[config.mk]
export PLATFORM = sky130hd
export DESIGN_NAME = wb_stage
export DESIGN_NICKNAME = d
export VERILOG_FILES = /design/src/wb_ctrl_pkg.sv /design/src/rv_isa_pkg.sv /design/src/wb_stage.sv /design/src/store_unit.sv /design/src/gpr_file.sv /design/src/wb_result_fmt.sv
export SDC_FILE = /design/constraint.sdc
export NUM_CORES = 2
export LEC_CHECK = 0
export BUFFER_PORTS_ARGS = -buffer_cell sky130_fd_sc_hd__buf_4
export CORE_ASPECT_RATIO = 2
export CORE_MARGIN = 4
export CORE_UTILIZATION = 45
export CTS_CLUSTER_DIAMETER = 40
export DETAILED_ROUTE_END_ITERATION = 8
export HOLD_SLACK_MARGIN = 0.03
export PLACE_DENSITY = 0.58
export SYNTH_ARGS = -nofsm -noshare
export SYNTH_HDL_FRONTEND = slang
export SYNTH_HIERARCHICAL = 1
export SYNTH_SLANG_ARGS = --single-unit
[constraint.sdc]
create_clock -name clk -period 13.8 [get_ports clk]
set_clock_uncertainty 0.2 [all_clocks]
set_input_delay 2.76 -clock clk [delete_from_list [all_inputs] [get_ports clk]]
set_output_delay 2.76 -clock clk [all_outputs]
set_load 0.005 [all_outputs]
[src/wb_ctrl_pkg.sv]
`default_nettype none

package wb_ctrl_pkg;

    localparam int ext_code_width = 4;
    localparam int ld_src_width = 3;
    localparam int word_width = 32;

    // width extension applied before commit
    localparam logic [ext_code_width-1:0] ext_full = 4'd0;      // jalr, ld, 64-bit alu
    localparam logic [ext_code_width-1:0] ext_sign_word = 4'd1; // lw, addw, divw
    localparam logic [ext_code_width-1:0] ext_zero_word = 4'd2; // lwu
    localparam logic [ext_code_width-1:0] ext_sign_half = 4'd3; // lh
    // codes above 3 fall back to the zero-word rule

    // load buffer codes that mean the result comes from the memory stage
    localparam logic [ld_src_width-1:0] ld_src_byte = 3'd1;
    localparam logic [ld_src_width-1:0] ld_src_half = 3'd2;
    localparam logic [ld_src_width-1:0] ld_src_word = 3'd4;
    localparam logic [ld_src_width-1:0] ld_src_dword = 3'd6;

    typedef struct packed {
        logic [word_width-1:0] hi_word;
        logic [word_width-1:0] lo_word;
    } wb_parts_t;

    // write-back word, read whole or split into halves
    typedef union packed {
        logic [2*word_width-1:0] dword;
        wb_parts_t parts;
    } wb_word_u;

endpackage : wb_ctrl_pkg

`default_nettype wire

[src/rv_isa_pkg.sv]
`default_nettype none

package rv_isa_pkg;

    // integer data path width
    localparam int xlen = 64;

    // full RV64I file; 16 gives an RV64E style file
    localparam int reg_count_default = 32;

    // store offset as carried down from decode
    localparam int imm_width = 32;

    // one strobe bit per byte lane of a double word
    localparam int mask_width = xlen / 8;

    localparam int pc_width = 64;

endpackage : rv_isa_pkg

`default_nettype wire
[src/wb_stage.sv]
`timescale 1ns/1ps
`default_nettype none

module wb_stage
    import rv_isa_pkg::*, wb_ctrl_pkg::*;
#(
    parameter int REG_COUNT = reg_count_default,
    localparam int ADDR_W = $clog2(REG_COUNT)
) (
    input  wire logic                      clk,
    input  wire logic                      rst_n,

    input  wire logic                      reg_wen,
    input  wire logic [ADDR_W-1:0]         reg_waddr,   // rd, or store base
    input  wire logic [xlen-1:0]           ex_result,
    input  wire logic [xlen-1:0]           mem_result,
    input  wire logic [ld_src_width-1:0]   ld_src,
    input  wire logic                      load_hazard,
    input  wire logic [ext_code_width-1:0] ext_code,

    input  wire logic                      is_store,
    input  wire logic                      store_slot,
    input  wire logic [imm_width-1:0]      store_imm,
    input  wire logic [mask_width-1:0]     store_mask,

    input  wire logic                      ebreak,
    input  wire logic [pc_width-1:0]       wb_pc,

    input  wire logic [ADDR_W-1:0]         dbg_raddr,

    output logic                           mem_wen,
    output logic      [xlen-1:0]           mem_waddr,
    output logic      [xlen-1:0]           mem_wdata,
    output logic      [mask_width-1:0]     mem_wmask,
    output logic                           halted,
    output logic      [pc_width-1:0]       wb_delay_pc,
    output logic      [xlen-1:0]           dbg_rdata
);

    logic [xlen-1:0] wb_data;
    logic [xlen-1:0] base_data;
    logic            gpr_wen;
    logic            store_req;

    // stores never write rd
    assign gpr_wen   = reg_wen && !is_store && !halted;
    assign store_req = reg_wen && is_store && store_slot &&
                       (reg_waddr != '0) && !halted;

    // sticky until reset
    always_ff @(posedge clk or negedge rst_n) begin
        if (!rst_n) begin
            halted <= 1'b0;
        end else if (ebreak) begin
            halted <= 1'b1;
        end
    end

    always_ff @(posedge clk or negedge rst_n) begin
        if (!rst_n) begin
            wb_delay_pc <= '0;
        end else begin
            wb_delay_pc <= wb_pc;  // pc of the instruction just retired
        end
    end

    wb_result_fmt u_fmt (
        .ex_result   (ex_result),
        .mem_result  (mem_result),
        .ld_src      (ld_src),
        .load_hazard (load_hazard),
        .ext_code    (ext_code),
        .wb_data     (wb_data)
    );

    gpr_file #(
        .REG_COUNT (REG_COUNT)
    ) u_gpr (
        .clk       (clk),
        .rst_n     (rst_n),
        .gpr_wen   (gpr_wen),
        .waddr     (reg_waddr),
        .wdata     (wb_data),
        .base_addr (reg_waddr),
        .base_data (base_data),
        .dbg_raddr (dbg_raddr),
        .dbg_rdata (dbg_rdata)
    );

    // store data is the formatted write-back word
    store_unit u_store (
        .clk        (clk),
        .rst_n      (rst_n),
        .store_req  (store_req),
        .base_data  (base_data),
        .store_imm  (store_imm),
        .store_data (wb_data),
        .store_mask (store_mask),
        .mem_wen    (mem_wen),
        .mem_waddr  (mem_waddr),
        .mem_wdata  (mem_wdata),
        .mem_wmask  (mem_wmask)
    );

endmodule : wb_stage

`default_nettype wire

[src/store_unit.sv]
`timescale 1ns/1ps
`default_nettype none

module store_unit
    import rv_isa_pkg::*;
(
    input  wire logic                  clk,
    input  wire logic                  rst_n,

    input  wire logic                  store_req,  // already qualified by the stage
    input  wire logic [xlen-1:0]       base_data,
    input  wire logic [imm_width-1:0]  store_imm,
    input  wire logic [xlen-1:0]       store_data,
    input  wire logic [mask_width-1:0] store_mask,

    output logic                       mem_wen,
    output logic      [xlen-1:0]       mem_waddr,
    output logic      [xlen-1:0]       mem_wdata,
    output logic      [mask_width-1:0] mem_wmask
);

    logic [xlen-1:0] imm_sext;
    logic [xlen-1:0] store_addr;

    // offset is signed, so negative displacements work
    assign imm_sext   = {{(xlen-imm_width){store_imm[imm_width-1]}}, store_imm};
    assign store_addr = base_data + imm_sext;

    // strobe lasts one cycle unless another request follows
    always_ff @(posedge clk or negedge rst_n) begin
        if (!rst_n) begin
            mem_wen <= 1'b0;
        end else begin
            mem_wen <= store_req;
        end
    end

    // payload only
    always_ff @(posedge clk) begin
        if (store_req) begin
            mem_waddr <= store_addr;
            mem_wdata <= store_data;
            mem_wmask <= store_mask;
        end
    end

endmodule : store_unit

`default_nettype wire

[src/gpr_file.sv]
`timescale 1ns/1ps
`default_nettype none

module gpr_file
    import rv_isa_pkg::*;
#(
    parameter int REG_COUNT = reg_count_default,
    localparam int ADDR_W = $clog2(REG_COUNT)
) (
    input  wire logic              clk,
    input  wire logic              rst_n,

    input  wire logic              gpr_wen,
    input  wire logic [ADDR_W-1:0] waddr,
    input  wire logic [xlen-1:0]   wdata,

    // port a, store base
    input  wire logic [ADDR_W-1:0] base_addr,
    output logic      [xlen-1:0]   base_data,

    // port b, debug view
    input  wire logic [ADDR_W-1:0] dbg_raddr,
    output logic      [xlen-1:0]   dbg_rdata
);

    logic [xlen-1:0] regs [REG_COUNT];

    always_ff @(posedge clk or negedge rst_n) begin
        if (!rst_n) begin
            for (int i = 0; i < REG_COUNT; i++) begin
                regs[i] <= '0;
            end
        end else if (gpr_wen && (waddr != '0)) begin // x0 never written
            regs[waddr] <= wdata;
        end
    end

    // reads are combinational, x0 forced to zero
    always_comb begin
        if (base_addr == '0) begin
            base_data = '0;
        end else begin
            base_data = regs[base_addr];
        end
    end

    always_comb begin
        if (dbg_raddr == '0) begin
            dbg_rdata = '0;
        end else begin
            dbg_rdata = regs[dbg_raddr];
        end
    end

endmodule : gpr_file

`default_nettype wire

[src/wb_result_fmt.sv]
`timescale 1ns/1ps
`default_nettype none

module wb_result_fmt
    import rv_isa_pkg::*, wb_ctrl_pkg::*;
(
    input  wire logic [xlen-1:0]           ex_result,
    input  wire logic [xlen-1:0]           mem_result,
    input  wire logic [ld_src_width-1:0]   ld_src,
    input  wire logic                      load_hazard,
    input  wire logic [ext_code_width-1:0] ext_code,
    output logic      [xlen-1:0]           wb_data
);

    logic     is_load;
    wb_word_u sel_word;

    always_comb begin
        is_load = (ld_src == ld_src_byte) || (ld_src == ld_src_half) ||
                  (ld_src == ld_src_word) || (ld_src == ld_src_dword);
    end

    // hazard means execute already forwarded the value
    always_comb begin
        if (is_load && !load_hazard) begin
            sel_word.dword = mem_result;
        end else begin
            sel_word.dword = ex_result;
        end
    end

    always_comb begin
        case (ext_code)
            ext_full: begin
                wb_data = sel_word.dword;
            end
            ext_sign_word: begin
                wb_data = {{(xlen-word_width){sel_word.parts.lo_word[word_width-1]}},
                           sel_word.parts.lo_word};
            end
            ext_sign_half: begin
                wb_data = {{(xlen-16){sel_word.parts.lo_word[15]}},
                           sel_word.parts.lo_word[15:0]};
            end
            default: begin // ext_zero_word and unused codes
                wb_data = {{(xlen-word_width){1'b0}}, sel_word.parts.lo_word};
            end
        endcase
    end

endmodule : wb_result_fmt

`default_nettype wire

==> impl_metrics.env <==
export IMPL_status="completed"
export IMPL_synth_common_cells="2,111 x dfrtp_1, 2,072 x mux2_2, 1,023 x mux4_2"
export IMPL_grt_max_degree=169
export IMPL_synth_most_common_cell="dfrtp_1"
export IMPL_grt_overflow=0
export IMPL_tightest_slew_ps=1350
export IMPL_max_stage_delay_ps=770
export IMPL_setup_violations=0
export IMPL_syn_to_final_growth_pct=13.2
export IMPL_ir_drop_uv=123
export IMPL_clockRootBuffer="clkbuf_16"
export IMPL_ctsHoldBuffers=0
export IMPL_grt_pass1_wl_mm=619
export IMPL_synthSimpleGateAreaFrac_pct=1.63
export IMPL_synth_edf_count=136
export IMPL_cts_made_buffers=267
export IMPL_cts_sinks=2247
export IMPL_swShare_pct=25.8
export IMPL_gr_usage_all_layers_pct=31.7
export IMPL_synthFlopType="dfrtp_1"
export IMPL_row_count=266
export IMPL_numPortBuffers=521
export IMPL_syn_nets=8099
export IMPL_max_freq_mhz=104
export IMPL_yosys_warnings=6
export IMPL_internal_power_uw=11200
export IMPL_p_leak_uw=0.0621
export IMPL_final_hold_viol_count=0
export IMPL_num_vias=77400
export IMPL_routedWlPerCell_um=37.5
export IMPL_crit_fanout=85
export IMPL_synthMuxAreaShare_pct=42.2
export IMPL_pin_count=522
export IMPL_hold_ws_ps=179
export IMPL_yosysTopAreaCell="dfrtp_1"
export IMPL_setup_ws_ps=4160
export IMPL_hp_class="reg -> reg"
export IMPL_critPathLaunchType="input port"
export IMPL_synth_top_family_by_area="multiplexers"
export IMPL_crit_type="in -> out"
export IMPL_rsz0062_at_grt="false"
export IMPL_clockBufferDepth=4
export IMPL_reg2regPathDepth=15
export IMPL_slowest_stage="buf_4"
export IMPL_drt_iter0_drc=6780
export IMPL_via_per_inst=6.65
export IMPL_pre_cts_slack_ps=4070
export IMPL_drtAntennaViolNets=0
export IMPL_power_share_clock_pct=47.7
export IMPL_max_cap_violations=0
export IMPL_path_cells="buf_8 -> buf_12 -> buf_4 -> nor2b_2 -> buf_4 -> a22o_1 -> a2111oi_0 -> a31oi_1 -> o221ai_1 -> buf_4"
export IMPL_slew_viol_final=0
export IMPL_synth_xor_area_share_pct=0.441
export IMPL_antenna_found_initial=14
export IMPL_htree_levels=5
export IMPL_end_kind="output pin"
export IMPL_post_cts_resized=0
export IMPL_gp_congestion=0.905
export IMPL_yosys_register_bits=2247
export IMPL_post_cts_setup_buffer_count=0
export IMPL_hpwl_mm=269
export IMPL_period_needed_ps=9640
export IMPL_setup_tns_ps=0
export IMPL_synth_distinct_cells=80
export IMPL_drc=0
export IMPL_hold_path_cell_count=0
export IMPL_syn_inst=7779
export IMPL_seq_area_frac_synth_pct=47.8
export IMPL_routed_wl_mm=436
export IMPL_syn_area_per_cell_um2=15.3
export IMPL_synthTopCellsByArea="dfrtp_1 44%, mux2_2 20%, mux4_2 19%"
export IMPL_required_ps=10840
export IMPL_pwr_share_comb_pct=7.8
export IMPL_cts_tree="yes"
export IMPL_core_area_um2=263000
export IMPL_synth_top_area_share_pct=44.4
export IMPL_floorplan_initialDensity_pct=45.3
export IMPL_synth_fa_ha_area_share_pct=0.679
export IMPL_fin_crit_sh_pct=69.9
export IMPL_layout_nets=8260
export IMPL_placed_cell_area_um2=126000
export IMPL_p_switching_uw=3890
export IMPL_drive_above_1_share_pct=53.5
export IMPL_synthesis_area_um2=119000
export IMPL_pwr_share_seq_pct=44.5
export IMPL_dieArea_um2=273000
export IMPL_grt_pass1_vias=82500
export IMPL_p_per_area_nw_per_um2=112
export IMPL_max_slew_margin_pct=10.2
export IMPL_synth_compound_area_share_pct=4.00
export IMPL_arrival_ps=6680
export IMPL_clk_latency_ps=890
export IMPL_clkTransAtPathRegs_ps=60
export IMPL_ys_async_sr_fraction_pct=93.9
export IMPL_first_pass_iters=5
export IMPL_design_area_um2=135000
export IMPL_crit_top_cell="buf_4"
export IMPL_die_w_um=372
export IMPL_die_y_um=736
==> logic make-up (layout without fill, tap and decap cells) <==
family	Yosys count	in the layout
muxes	3479	3479
DFF	2247	2247
buffers and inverters	861	1218
AOI/OAI and AO/OA	690	690
and+or+nand+nor	378	378
adders and majority gates	64	64
xor gates and xnor gates	60	60
other	0	9
==> power by group through the flow <==
stage          Clock, uW  Combinational [uW]  Sequential [uW]
3_3_place_gp           0                1170             6830
3_5_place_dp           0                1180             6830
2_1_floorplan          0                 619             6830
4_1_cts             7360                1180             6710
6_report            7200                1170             6710
5_1_grt             7590                1240             6710
==> cell usage in the layout, fill, tap and decap left out, types with 21 or more instances in the layout <==
master,n
a211oi_1,46
a21o_1,85
a21oi_1,105
a22oi_1,143
buf_4,712
clkbuf_1,42
clkbuf_16,276
clkbuf_8,24
clkinv_2,30
dfrtp_1,2111
edfxtp_1,136
ha_1,63
inv_6,30
mux2_1,28
mux2_2,2072
mux2i_1,324
mux2i_2,21
mux4_2,1023
nand2_1,86
nand3_1,23
nor2_1,65
nor2b_1,43
nor3_1,25
o21ai_0,47
o21ai_1,41
o221ai_1,23
o22ai_1,70
xnor2_1,37
xor2_1,23
==> per-layer routing <==
metal | wire length [um] | track usage (%) | share of wire, %
met1 | 161000 | 38.5 | 37
met2 | 219000 | 53.7 | 50
met3 | 27400 | 5.21 | 6.3
met4 | 28900 | 17.4 | 6.6
met5 | 86 | 0 | 0.020
==> sequential cells by signal, indices dropped and copies added, names as in the netlist <==
register,cells
halted,1
u_gpr/regs,2045
u_store/mem_wdata,64
u_store/mem_waddr,64
u_store/mem_wen,1
u_store/mem_wmask,8
wb_delay_pc,64
==> stage by stage <==
step                power (uW)  std cells  util [%]
global placement          8000      11200      47.9
floorplan                 7450       7779         -
CTS                      15300      11600      51.3
finish                   15100      11600      51.3
detailed placement        8010      11200      47.9
global route             15500      11600      51.3
==> critical path, delay by kind of cell <==
kind / cells / cell delay (ps)
buffers and inverters: 5 / 2230
AO/OA/AOI/OAI: 4 / 1290
AND/OR/NAND/NOR: 1 / 70
==> final cells by class <==
| cell class | count | area [um^2] |
|---|---|---|
| repair buffers | 740 | 5870 |
| inverters | 13 | 48.8 |
| multi-input cells | 4671 | 58800 |
| clock inverters | 123 | 1370 |
| diodes | 9 | 22.5 |
| clock buffers | 342 | 7390 |
| well taps | 3484 | 4360 |
| fillers | 22200 | 128000 |
| flip-flops and latches | 2247 | 56900 |
==> path summary, 6_finish.rpt <==
kind	slack, ps	startpoint	endpoint
worst max-delay path	4160	dbg_raddr[1]	dbg_rdata[12]
worst min-delay path	180	u_gpr/regs[2006]	u_gpr/regs[2006]
worst max register to register	7940	u_gpr/regs[1]	u_store/mem_waddr[56]
worst min register to register	180	u_gpr/regs[2006]	u_gpr/regs[2006]
max in group asynchronous	8640	rst_n	wb_delay_pc[55]
min in group asynchronous	1620	rst_n	u_gpr/regs[1468]
No activity file was read; power rests on OpenSTA's default activity.
